## src/design/regif_pkg.sv

```systemverilog
`default_nettype none

package regif_pkg;

    localparam int WORD_W = 16;             // register, address and memory word width
    localparam int BYTE_W = 8;              // host data bus width
    localparam int MASK_W = 4;              // vram nibble write enables

    // host register numbers, 9..15 unused and read as zero
    typedef enum logic [3:0] {
        XR_ADDR  = 4'd0,                    // xr address, auto-increments on xr write
        XR_DATA  = 4'd1,                    // xr data
        RD_INCR  = 4'd2,                    // vram read increment
        RD_ADDR  = 4'd3,                    // vram read address
        WR_INCR  = 4'd4,                    // vram write increment
        WR_ADDR  = 4'd5,                    // vram write address
        DATA     = 4'd6,                    // vram data
        DATA_2   = 4'd7,                    // alias of DATA
        SYS_CTRL = 4'd8                     // odd byte holds write mask
    } reg_num_e;

    // one synchronized host access
    typedef struct packed {
        logic              wr;              // write strobe, one cycle
        logic              rd;              // read strobe, one cycle
        reg_num_e          reg_num;         // register addressed
        logic              bytesel;         // 0 = even (high) byte
        logic [BYTE_W-1:0] data;            // write byte from host
    } bus_evt_t;

    // memory access request from a register part
    typedef struct packed {
        logic              valid;           // one-cycle request pulse
        logic              is_xr;           // 1 = xr, 0 = vram
        logic              wr;              // 1 = write, 0 = read
        logic [MASK_W-1:0] wrmask;          // nibble enables, vram only
        logic [WORD_W-1:0] addr;
        logic [WORD_W-1:0] data;            // write data
    } mem_req_t;

    typedef enum logic [1:0] {
        IDLE,                               // no access held
        WAIT_SLOT,                          // waiting for a non-video cycle
        READ_RET                            // read word on return bus
    } acc_state_e;

    // even byte is the high byte
    function automatic logic [BYTE_W-1:0] word_byte(input logic [WORD_W-1:0] w,
                                                    input logic               sel);
        return sel ? w[BYTE_W-1:0] : w[WORD_W-1:BYTE_W];
    endfunction

endpackage

`default_nettype wire

```

## src/design/bus_sync.sv

```systemverilog
`default_nettype none
`timescale 1ns/1ps

module bus_sync import regif_pkg::*; #(
    parameter int SYNC_STAGES = 2           // cs synchronizer depth
) (
    input  wire logic              clk,
    input  wire logic              reset_i,
    input  wire logic              bus_cs_n_i,      // async chip select, active low
    input  wire logic              bus_rd_nwr_i,    // 1 = read, 0 = write
    input  wire logic [3:0]        bus_reg_num_i,
    input  wire logic              bus_bytesel_i,
    input  wire logic [BYTE_W-1:0] bus_data_i,
    output      bus_evt_t          bus_evt_o
);

    logic [SYNC_STAGES-1:0] cs_sync;        // metastability chain, bit 0 first
    logic                   cs_prev;        // last synced cs for edge detect
    logic                   cs_fell;

    assign cs_fell = ~cs_sync[SYNC_STAGES-1] & cs_prev;    // high-to-low after sync

    always_ff @(posedge clk) begin
        if (reset_i) begin
            cs_sync   <= '1;                // bus idle
            cs_prev   <= 1'b1;
            bus_evt_o <= '0;
        end else begin
            cs_sync <= SYNC_STAGES'({cs_sync, bus_cs_n_i});
            cs_prev <= cs_sync[SYNC_STAGES-1];

            bus_evt_o.wr <= cs_fell & ~bus_rd_nwr_i;   // strobes last one cycle
            bus_evt_o.rd <= cs_fell & bus_rd_nwr_i;
            if (cs_fell) begin
                // other bus lines settled long before synced cs
                bus_evt_o.reg_num <= reg_num_e'(bus_reg_num_i);
                bus_evt_o.bytesel <= bus_bytesel_i;
                bus_evt_o.data    <= bus_data_i;
            end
        end
    end

endmodule

`default_nettype wire

```

## src/design/vram_regs.sv

```systemverilog
`default_nettype none
`timescale 1ns/1ps

module vram_regs import regif_pkg::*; (
    input  wire logic              clk,
    input  wire logic              reset_i,
    input  wire bus_evt_t          bus_evt_i,
    input  wire logic              done_i,          // our access took its slot
    input  wire logic              rdata_valid_i,   // read word on rdata_i
    input  wire logic [WORD_W-1:0] rdata_i,
    output      mem_req_t          req_o,
    output      logic [BYTE_W-1:0] rd_byte_o
);

    logic [WORD_W-1:0] rd_incr;             // RD_INCR
    logic [WORD_W-1:0] rd_addr;             // RD_ADDR, next prefetch address
    logic [WORD_W-1:0] wr_incr;             // WR_INCR
    logic [WORD_W-1:0] wr_addr;             // WR_ADDR
    logic [BYTE_W-1:0] data_even;           // even byte of DATA held until odd byte
    logic [WORD_W-1:0] rd_data;             // last prefetched word
    logic [MASK_W-1:0] wrmask;              // nibble mask from SYS_CTRL
    logic              even_wr;
    logic              odd_wr;
    logic              odd_rd;
    logic [BYTE_W-1:0] d;

    assign even_wr = bus_evt_i.wr & ~bus_evt_i.bytesel;
    assign odd_wr  = bus_evt_i.wr & bus_evt_i.bytesel;  // odd byte completes the access
    assign odd_rd  = bus_evt_i.rd & bus_evt_i.bytesel;
    assign d       = bus_evt_i.data;

    always_ff @(posedge clk) begin
        if (reset_i) begin
            rd_incr   <= '0;
            rd_addr   <= '0;
            wr_incr   <= '0;
            wr_addr   <= '0;
            data_even <= '0;
            rd_data   <= '0;
            wrmask    <= '1;                // all nibbles enabled
            req_o     <= '0;
        end else begin
            req_o.valid <= 1'b0;            // request is a single pulse

            if (done_i) begin
                if (req_o.wr) begin
                    wr_addr <= wr_addr + wr_incr;   // wraps mod 2^16
                end else begin
                    rd_addr <= rd_addr + rd_incr;   // advance past word just read
                end
            end
            if (rdata_valid_i) begin
                rd_data <= rdata_i;
            end

            if (even_wr) begin
                case (bus_evt_i.reg_num)
                    RD_INCR:      rd_incr[WORD_W-1:BYTE_W] <= d;
                    RD_ADDR:      rd_addr[WORD_W-1:BYTE_W] <= d;
                    WR_INCR:      wr_incr[WORD_W-1:BYTE_W] <= d;
                    WR_ADDR:      wr_addr[WORD_W-1:BYTE_W] <= d;
                    DATA, DATA_2: data_even <= d;
                    default:      ;                 // SYS_CTRL even byte has no bits
                endcase
            end

            if (odd_wr) begin
                case (bus_evt_i.reg_num)
                    RD_INCR: rd_incr[BYTE_W-1:0] <= d;
                    RD_ADDR: begin
                        rd_addr[BYTE_W-1:0] <= d;
                        req_o <= '{valid: 1'b1, is_xr: 1'b0, wr: 1'b0, wrmask: wrmask,
                                   addr: {rd_addr[WORD_W-1:BYTE_W], d}, data: '0};
                    end
                    WR_INCR: wr_incr[BYTE_W-1:0] <= d;
                    WR_ADDR: wr_addr[BYTE_W-1:0] <= d;
                    DATA, DATA_2: begin
                        req_o <= '{valid: 1'b1, is_xr: 1'b0, wr: 1'b1, wrmask: wrmask,
                                   addr: wr_addr, data: {data_even, d}};
                    end
                    SYS_CTRL: wrmask <= d[MASK_W-1:0];
                    default:  ;
                endcase
            end

            // odd-byte data read fetches the next word
            if (odd_rd && (bus_evt_i.reg_num == DATA || bus_evt_i.reg_num == DATA_2)) begin
                req_o <= '{valid: 1'b1, is_xr: 1'b0, wr: 1'b0, wrmask: wrmask,
                           addr: rd_addr, data: '0};
            end
        end
    end

    // byte for the register the host currently addresses
    always_comb begin
        case (bus_evt_i.reg_num)
            RD_INCR:      rd_byte_o = word_byte(rd_incr, bus_evt_i.bytesel);
            RD_ADDR:      rd_byte_o = word_byte(rd_addr, bus_evt_i.bytesel);
            WR_INCR:      rd_byte_o = word_byte(wr_incr, bus_evt_i.bytesel);
            WR_ADDR:      rd_byte_o = word_byte(wr_addr, bus_evt_i.bytesel);
            DATA, DATA_2: rd_byte_o = word_byte(rd_data, bus_evt_i.bytesel);
            SYS_CTRL:     rd_byte_o = bus_evt_i.bytesel ? BYTE_W'(wrmask) : '0;
            default:      rd_byte_o = '0;   // xr or unused
        endcase
    end

endmodule

`default_nettype wire

```

## src/design/xr_regs.sv

```systemverilog
`default_nettype none
`timescale 1ns/1ps

module xr_regs import regif_pkg::*; (
    input  wire logic              clk,
    input  wire logic              reset_i,
    input  wire bus_evt_t          bus_evt_i,
    input  wire logic              done_i,
    input  wire logic              rdata_valid_i,
    input  wire logic [WORD_W-1:0] rdata_i,
    output      mem_req_t          req_o,
    output      logic [BYTE_W-1:0] rd_byte_o
);

    logic [WORD_W-1:0] xr_addr;             // XR_ADDR
    logic [BYTE_W-1:0] data_even;           // even byte of XR_DATA
    logic [WORD_W-1:0] rd_data;             // last xr word read
    logic [BYTE_W-1:0] d;

    assign d = bus_evt_i.data;

    always_ff @(posedge clk) begin
        if (reset_i) begin
            xr_addr   <= '0;
            data_even <= '0;
            rd_data   <= '0;
            req_o     <= '0;
        end else begin
            req_o.valid <= 1'b0;

            if (done_i && req_o.wr) begin
                xr_addr <= xr_addr + 1'b1;  // step after each xr write
            end
            if (rdata_valid_i) begin
                rd_data <= rdata_i;
            end

            if (bus_evt_i.wr && !bus_evt_i.bytesel) begin
                case (bus_evt_i.reg_num)
                    XR_ADDR: xr_addr[WORD_W-1:BYTE_W] <= d;
                    XR_DATA: data_even <= d;
                    default: ;
                endcase
            end

            if (bus_evt_i.wr && bus_evt_i.bytesel) begin
                case (bus_evt_i.reg_num)
                    XR_ADDR: begin
                        xr_addr[BYTE_W-1:0] <= d;
                        // new address reads its word into XR_DATA
                        req_o <= '{valid: 1'b1, is_xr: 1'b1, wr: 1'b0, wrmask: '1,
                                   addr: {xr_addr[WORD_W-1:BYTE_W], d}, data: '0};
                    end
                    XR_DATA: begin
                        req_o <= '{valid: 1'b1, is_xr: 1'b1, wr: 1'b1, wrmask: '1,
                                   addr: xr_addr, data: {data_even, d}};
                    end
                    default: ;
                endcase
            end
        end
    end

    always_comb begin
        case (bus_evt_i.reg_num)
            XR_ADDR: rd_byte_o = word_byte(xr_addr, bus_evt_i.bytesel);
            XR_DATA: rd_byte_o = word_byte(rd_data, bus_evt_i.bytesel);
            default: rd_byte_o = '0;        // not an xr register
        endcase
    end

endmodule

`default_nettype wire

```

## src/design/access_combiner.sv

```systemverilog
`default_nettype none
`timescale 1ns/1ps

module access_combiner import regif_pkg::*; (
    input  wire logic              clk,
    input  wire logic              reset_i,
    input  wire mem_req_t          vram_req_i,
    input  wire mem_req_t          xr_req_i,
    input  wire logic [BYTE_W-1:0] vram_byte_i,
    input  wire logic [BYTE_W-1:0] xr_byte_i,
    input  wire logic              vgen_sel_i,      // video owns this cycle
    input  wire logic [WORD_W-1:0] regs_data_i,     // vram read data
    input  wire logic [WORD_W-1:0] xr_data_i,       // xr read data
    output      logic              vram_done_o,
    output      logic              xr_done_o,
    output      logic              vram_rdata_valid_o,
    output      logic              xr_rdata_valid_o,
    output      logic [WORD_W-1:0] rdata_o,
    output      logic [BYTE_W-1:0] bus_data_o,
    output      logic              regs_vram_sel_o,
    output      logic              regs_xr_sel_o,
    output      logic              regs_wr_o,
    output      logic [MASK_W-1:0] regs_wrmask_o,
    output      logic [WORD_W-1:0] regs_addr_o,
    output      logic [WORD_W-1:0] regs_data_o
);

    acc_state_e state;
    mem_req_t   req;                        // access being served
    logic       waiting;
    logic       slot_free;                  // access happens this cycle
    logic       ret;

    assign waiting   = (state == WAIT_SLOT);
    assign slot_free = waiting & ~vgen_sel_i;
    assign ret       = (state == READ_RET);

    always_ff @(posedge clk) begin
        if (reset_i) begin
            state      <= IDLE;
            req        <= '0;
            req.wrmask <= '1;
        end else begin
            case (state)
                IDLE: begin
                    if (vram_req_i.valid) begin     // vram first if both arrive
                        req   <= vram_req_i;
                        state <= WAIT_SLOT;
                    end else if (xr_req_i.valid) begin
                        req   <= xr_req_i;
                        state <= WAIT_SLOT;
                    end
                end
                WAIT_SLOT: if (!vgen_sel_i) state <= req.wr ? IDLE : READ_RET;
                READ_RET:  state <= IDLE;   // word captured by owner now
                default:   state <= IDLE;
            endcase
        end
    end

    // memory side, held steady while video has the slot
    assign regs_vram_sel_o = waiting & ~req.is_xr;
    assign regs_xr_sel_o   = waiting & req.is_xr;
    assign regs_wr_o       = waiting & req.wr;
    assign regs_wrmask_o   = req.wrmask;
    assign regs_addr_o     = req.addr;
    assign regs_data_o     = req.data;

    // completion back to the owner
    assign vram_done_o        = slot_free & ~req.is_xr;
    assign xr_done_o          = slot_free & req.is_xr;
    assign vram_rdata_valid_o = ret & ~req.is_xr;
    assign xr_rdata_valid_o   = ret & req.is_xr;
    assign rdata_o            = req.is_xr ? xr_data_i : regs_data_i;

    assign bus_data_o = vram_byte_i | xr_byte_i;    // non-owner drives zero

endmodule

`default_nettype wire

```

## src/design/reg_interface_top.sv

```systemverilog
`default_nettype none
`timescale 1ns/1ps

module reg_interface_top import regif_pkg::*; #(
    parameter int SYNC_STAGES = 2
) (
    input  wire logic              clk,
    input  wire logic              reset_i,
    input  wire logic              bus_cs_n_i,
    input  wire logic              bus_rd_nwr_i,
    input  wire logic [3:0]        bus_reg_num_i,
    input  wire logic              bus_bytesel_i,
    input  wire logic [BYTE_W-1:0] bus_data_i,
    output      logic [BYTE_W-1:0] bus_data_o,
    input  wire logic              vgen_sel_i,
    input  wire logic [WORD_W-1:0] regs_data_i,
    input  wire logic [WORD_W-1:0] xr_data_i,
    output      logic              regs_vram_sel_o,
    output      logic              regs_xr_sel_o,
    output      logic              regs_wr_o,
    output      logic [MASK_W-1:0] regs_wrmask_o,
    output      logic [WORD_W-1:0] regs_addr_o,
    output      logic [WORD_W-1:0] regs_data_o
);

    bus_evt_t          bus_evt;
    mem_req_t          vram_req;
    mem_req_t          xr_req;
    logic [BYTE_W-1:0] vram_byte;
    logic [BYTE_W-1:0] xr_byte;
    logic              vram_done;
    logic              xr_done;
    logic              vram_rdata_valid;
    logic              xr_rdata_valid;
    logic [WORD_W-1:0] rdata;               // shared return word

    bus_sync #(.SYNC_STAGES(SYNC_STAGES)) u_bus_sync (
        .clk(clk), .reset_i(reset_i),
        .bus_cs_n_i(bus_cs_n_i), .bus_rd_nwr_i(bus_rd_nwr_i),
        .bus_reg_num_i(bus_reg_num_i), .bus_bytesel_i(bus_bytesel_i),
        .bus_data_i(bus_data_i), .bus_evt_o(bus_evt)
    );

    vram_regs u_vram_regs (
        .clk(clk), .reset_i(reset_i), .bus_evt_i(bus_evt),
        .done_i(vram_done), .rdata_valid_i(vram_rdata_valid), .rdata_i(rdata),
        .req_o(vram_req), .rd_byte_o(vram_byte)
    );

    xr_regs u_xr_regs (
        .clk(clk), .reset_i(reset_i), .bus_evt_i(bus_evt),
        .done_i(xr_done), .rdata_valid_i(xr_rdata_valid), .rdata_i(rdata),
        .req_o(xr_req), .rd_byte_o(xr_byte)
    );

    access_combiner u_access_combiner (
        .clk(clk), .reset_i(reset_i),
        .vram_req_i(vram_req), .xr_req_i(xr_req),
        .vram_byte_i(vram_byte), .xr_byte_i(xr_byte),
        .vgen_sel_i(vgen_sel_i), .regs_data_i(regs_data_i), .xr_data_i(xr_data_i),
        .vram_done_o(vram_done), .xr_done_o(xr_done),
        .vram_rdata_valid_o(vram_rdata_valid), .xr_rdata_valid_o(xr_rdata_valid),
        .rdata_o(rdata), .bus_data_o(bus_data_o),
        .regs_vram_sel_o(regs_vram_sel_o), .regs_xr_sel_o(regs_xr_sel_o),
        .regs_wr_o(regs_wr_o), .regs_wrmask_o(regs_wrmask_o),
        .regs_addr_o(regs_addr_o), .regs_data_o(regs_data_o)
    );

endmodule

`default_nettype wire

```

## config.mk

```make
export PLATFORM = sky130hd
export DESIGN_NAME = reg_interface_top
export DESIGN_NICKNAME = d
export VERILOG_FILES = /design/src/design/regif_pkg.sv /design/src/design/bus_sync.sv /design/src/design/vram_regs.sv /design/src/design/xr_regs.sv /design/src/design/access_combiner.sv /design/src/design/reg_interface_top.sv
export SDC_FILE = /design/constraint.sdc
export NUM_CORES = 1
export LEC_CHECK = 0
export ABC_AREA = 1
export BUFFER_PORTS_ARGS = -buffer_cell sky130_fd_sc_hd__buf_4
export CAP_MARGIN = 20
export CELL_PAD_IN_SITES_DETAIL_PLACEMENT = 0
export CELL_PAD_IN_SITES_GLOBAL_PLACEMENT = 2
export CORE_UTILIZATION = 29
export CTS_BUF_LIST = sky130_fd_sc_hd__clkbuf_4 sky130_fd_sc_hd__clkbuf_8
export DETAILED_ROUTE_END_ITERATION = 8
export PLACE_DENSITY_LB_ADDON = 0.1
export SYNTH_ARGS = -nofsm -noshare
export SYNTH_HDL_FRONTEND = slang
export SYNTH_SLANG_ARGS = --single-unit
export TNS_END_PERCENT = 100
```

## constraint.sdc

```tcl
create_clock -name clk -period 3.7 [get_ports clk]
set_clock_uncertainty 0.1 [all_clocks]
set_input_delay 0.74 -clock clk [delete_from_list [all_inputs] [get_ports clk]]
set_output_delay 0.74 -clock clk [all_outputs]
set_load 0.02 [all_outputs]
```

# Yosys cells after proc, flatten, opt, wreduce, memory -nomap -nowiden
# Index checks and enable logic that the tools add are counted.
# totals
reg_bits,268
input_bits,50
# classes
addsub,3
n_eq_ne,12
muxes,39
bitwise_logic,21
reduce_logical,28
# op_table
op,count
39-bit one-hot mux with 2 select lines,2
8-bit two-way mux,19
16-bit two-way mux,6
39-bit two-way mux,2
38-bit two-way mux,2
8-bit one-hot mux with 6 select lines,1
16-bit adder,2
2-bit AND reduction,12
"16-bit by 1-bit adder with 16-bit output, second input constant",1
"4-bit by 3-bit equality test with 1-bit output, second input constant",4
8-bit one-hot mux with 2 select lines,1
1-bit bitwise AND,14
"4-bit by 2-bit equality test with 1-bit output, second input constant",2
2-bit two-way mux,4
8-bit OR,1
2-bit nonzero test,4
1-bit inverter,6
2-bit OR reduction,3
"4-bit by 1-bit equality test with 1-bit output, second input constant",1
"4-bit equality test, second input constant",1
1-bit logical AND,4
4-bit zero test,1
4-bit two-way mux,1
2-bit one-hot mux with 2 select lines,1
other kinds (8),8

# Longest topological paths before layout
# depth
depth_word,7
mapped_depth,11

# Modules after synthesis
# A second synthesis with hierarchy kept.
# hier_totals
hier_cells,2247
area_unflattened_um2,14468.9
# modules_own_cells
module,instances,cells_each,area_each_um2,seq_area_each_um2
vram_regs,1,1191,7702.4,2602.5
xr_regs,1,483,3432.0,1501.4
access_combiner,1,476,2637.5,800.8
bus_sync,1,97,696.9,360.3

# Worst setup path before layout
# Ideal clock, no wire load.
# synth_timing
kind,flip-flop to output port
start,register u_bus_sync.bus_evt_o[8] (netlist name)
end,output port bus_data_o[5]
arrival_time_ns,1.470
required_time_ns,2.860
slack_ns,1.390
path_stages_with_launch,6
path_cell_list,dfxtp_1 > buf_4 > clkbuf_1 > clkbuf_1 > o21ai_0 > o2111ai_1
# synth_via
elab_chain_len,3
# synth_lines
item,line_no,text
from (decl),bus_sync.sv:14,output bus_evt_t bus_evt_o
8-bit two-way mux,regif_pkg.sv:50,return sel ? w[BYTE_W-1:0] : w[WORD_W-1:BYTE_W];
8-bit one-hot mux with 6 select lines / 8-bit one-hot mux with 2 select lines (equally long branches),"vram_regs.sv:96, xr_regs.sv:65",
8-bit OR *,access_combiner.sv:76,assign bus_data_o = vram_byte_i | xr_byte_i;
to (decl),reg_interface_top.sv:14,"output logic [BYTE_W-1:0] bus_data_o,"
# Every way passes the cells marked *; elsewhere a longest branch is shown, timed or not.

# Final worst setup path
# layout_timing
start,register u_bus_sync.bus_evt_o[10] (netlist name)
end,output port bus_data_o[4]
# layout_via
elab_chain_len,4
# layout_lines
item,line_no,text
4-bit by 3-bit equality test with 1-bit output,vram_regs.sv:96,case (bus_evt_i.reg_num)
2-bit OR reduction,vram_regs.sv:96,
8-bit one-hot mux with 6 select lines,vram_regs.sv:96,
8-bit OR *,access_combiner.sv:76,
# Marked as above.

==> out/qor.yml <==
routing:
  drc: 4
  drt_pass1_iterations: 7
  via_per_inst: 5.02
  wire_per_inst_um: 21.2
  vias: 13500
  wirelength_mm: 57.0
  antenna_left: 0
  drt_iter0_drc: 944
critical_path:
  cp_max_fo: 10
  path_buf_inv: 2
  crit_type: "flip-flop to output pin"
  reg2reg_from: "u_bus_sync.bus_evt_o[8]"
  critPathCaptureType: "output pin"
  slowest_delay_ns: 0.65
  r2r_setup_slack_ns: 1.31
  cp_data_arrival_time_ns: 2.70
  cp_slowest_cell: "nor3_2"
  crit_chain: "inv_1 -> nor3_2 -> a22o_1 -> nor3_1 -> nand4_1 -> buf_4"
  required_ns: 2.86
  path_depth: 6
  start_kind: "flip-flop"
  crit_family: "simple AND/OR/NAND/NOR gates"
  reg2regPathDepth: 6
  rr_endpoint: "u_vram_regs.rd_incr[11]"
clock_network:
  cts_hold_buf: 0
  cts_max_path_buffers: 3
  htree_levels: 2
  cts-root-buf: "clkbuf_8"
  cts_made_buffers: 50
  cts_tree: "built"
  postCtsSetupRepairBufs: 0
  cts_resized: 0
  clkTransAtPathRegs_ns: 0.06
  clock-sinks: 263
  clk_latency_ns: 0.65
yosys:
  syn-num-nets: 2096
  ys_types: 51
  yosysSeqAreaShare: 0.379
  synthCells: 2013
  yosysWarnings: 0
  async_flop_share: 0
  ys_ff_latch: 263
  avgSynthCellArea_sq_um: 6.89
  netlist_area_sq_um: 13900
  synth-edff-count: 0
  synth_top_flop_cell: "dfxtp_1"
timing:
  period_needed_ns: 3.54
  hold_violations: 0
  setup_viol: 0
  finalMaxSlewViolations: 0
  rsz0062_at_grt: "no"
  setup_tns_ns: 0
  max-slew-margin-rel: 0.394
  fmax_mhz: 283
  worst_slack_ns: 0.164
  fin_crit_sh: 0.956
  worst_pin_slew_ns: 0.905
power_and_ir_drop:
  power_density_nw_per_um2: 395
  ir_worst_vdd_mv: 0.198
  pwr-share-comb: 0.049
  switching_power_mw: 1.61
  pwr-share-clk: 0.496
  p_int_mw: 4.68
  p_leak_nw: 6.22
  p_sw_frac: 0.256
  p_seq_frac: 0.455
floorplan:
  core_sq_um: 46900
  initial_utilization: 0.296
  die_area_sq_um: 48700
  die_y_um: 221
  boundaryPins: 97
  rows: 79
  die_w_um: 221
outcome:
  failed_checks: "DRC"
  status: "finished with violations"
final_layout:
  drive_above_1_share: 0.139
  area_growth_pct: 14.7
  post-route-util: 0.340
  fin_nets: 2126
  final_common_cell: "nand2_1"
  final_cell_mix: "nand2_1, a21oi_1, dfxtp_1, o21ai_0, inv_1"
  num_antenna_cells: 0
  stdcell_area_sq_um: 15900
grt:
  grt_pass1_wl_mm: 84.2
  grt_max_degree: 141
  grt_pass1_vias: 12700
  grt_antenna_before_repair: 0
  track_usage: 0.235
  grt.overflow.total: 0
place:
  place_ws_ns: 0.784
  placed_cell_area_sq_um: 14800
  portBuffers: 96
  hpwl_mm: 40.9
  gp_congestion: 0.888
hold_path:
  min_to: "u_bus_sync.bus_evt_o[14]"
  holdCritPathClass: "primary input to flip-flop"
  worstHoldStart: "bus_rd_nwr_i"
  whs_path_depth: 2
flow_run:
  maxCapViolations: 0
-- synth_stat cells (6+ instances only) --
library cell | n | area share
o22ai_1 | 18 | 0.0081
clkbuf_1 | 76 | 0.021
a31oi_1 | 37 | 0.017
nand4_1 | 13 | 0.0059
a22o_1 | 10 | 0.0063
nand3_1 | 101 | 0.036
a21oi_1 | 270 | 0.097
o21a_1 | 7 | 0.0038
xor2_1 | 17 | 0.011
nor3_1 | 14 | 0.0051
a31oi_2 | 9 | 0.0081
nand2_2 | 12 | 0.0054
buf_2 | 21 | 0.0076
nor2_2 | 6 | 0.0027
inv_2 | 15 | 0.0041
nand2_1 | 502 | 0.14
inv_1 | 193 | 0.052
ha_1 | 31 | 0.028
dfxtp_1 | 263 | 0.38
nor2_1 | 70 | 0.019
o21ai_0 | 216 | 0.078
buf_4 | 44 | 0.024
-- cells by family after synthesis --
group | after synthesis | synth area share
flops | 263 | 0.379
buf+inv | 362 | 0.115
xor+xnor | 22 | 0.0139
simple gates | 742 | 0.229
compound gates | 591 | 0.232
fa+ha+maj | 33 | 0.0308
-- per-layer routing --
layer	share of wire	GRT usage	vias to the layer above
met5	0	0	-
met4	0.025	0.0715	0
met3	0.050	0.0330	74
li1	-	-	6695
met2	0.43	0.359	373
met1	0.49	0.338	6354
-- power by group through the flow --
stage          logic (mW)  clock network (mW)  registers [mW]
6_report            0.309                3.12            2.86
5_1_grt             0.332                3.34            2.86
4_1_cts             0.311                3.20            2.86
3_5_place_dp        0.310                   0            2.92
3_3_place_gp        0.310                   0            2.92
2_1_floorplan       0.161                   0            2.91
-- how the worst max path moves through the flow --
stage | start | end | slack (ns)
2_1_floorplan | u_bus_sync.bus_evt_o[8] | bus_data_o[5] | 1.39
3_3_place_gp | u_bus_sync.bus_evt_o[8] | bus_data_o[0] | 0.83
3_5_place_dp | u_bus_sync.bus_evt_o[8] | bus_data_o[0] | 0.78
4_1_cts | u_bus_sync.bus_evt_o[8] | bus_data_o[0] | 0.07
5_1_grt | u_bus_sync.bus_evt_o[10] | bus_data_o[6] | 0.01
6_report | u_bus_sync.bus_evt_o[10] | bus_data_o[4] | 0.16
-- final cells by class --
| cell class | instances | area [sq um] |
|---|---|---|
| clock buffers | 79 | 975 |
| clock inverters | 9 | 98.8 |
| fillers | 5233 | 30900 |
| inverters | 214 | 815 |
| multi-input cells | 1388 | 7020 |
| flip-flops and latches | 263 | 5270 |
| well taps | 607 | 759 |
| repair buffers | 126 | 978 |
-- stage by stage --
| stage | cells | power (mW) | hold WS, ns |
|---|---|---|---|
| 6_report | 2686 | 6.29 | 0.157 |
| 5_1_grt | 2686 | 6.53 | 0.132 |
| 4_1_cts | 2685 | 6.37 | 0.124 |
| 3_5_place_dp | 2597 | 3.23 | 0.298 |
| 3_3_place_gp | 2597 | 3.23 | 0.294 |
| 2_1_floorplan | 2013 | 3.07 | 0.289 |
-- sequential cells by signal, summed over array words and instances (netlist names) --
| signal | flops |
|---|---|
| u_vram_regs.req_o | 38 |
| u_access_combiner.req | 2 |
| u_vram_regs.data_even | 8 |
| u_bus_sync.bus_evt_o | 15 |
| u_vram_regs.rd_data | 16 |
| u_vram_regs.wr_incr | 16 |
| u_xr_regs.rd_data | 16 |
| u_access_combiner.regs_wrmask_o | 4 |
| u_bus_sync.cs_prev | 1 |
| u_vram_regs.wrmask | 4 |
| u_bus_sync.cs_sync | 2 |
| u_access_combiner.state | 2 |
| u_vram_regs.rd_addr | 16 |
| u_xr_regs.xr_addr | 16 |
| u_vram_regs.wr_addr | 16 |
| u_vram_regs.rd_incr | 16 |
| u_access_combiner.regs_data_o | 16 |
| u_xr_regs.req_o | 35 |
| u_xr_regs.data_even | 8 |
| u_access_combiner.regs_addr_o | 16 |
Note: power is estimated with default switching activity, not from simulation.
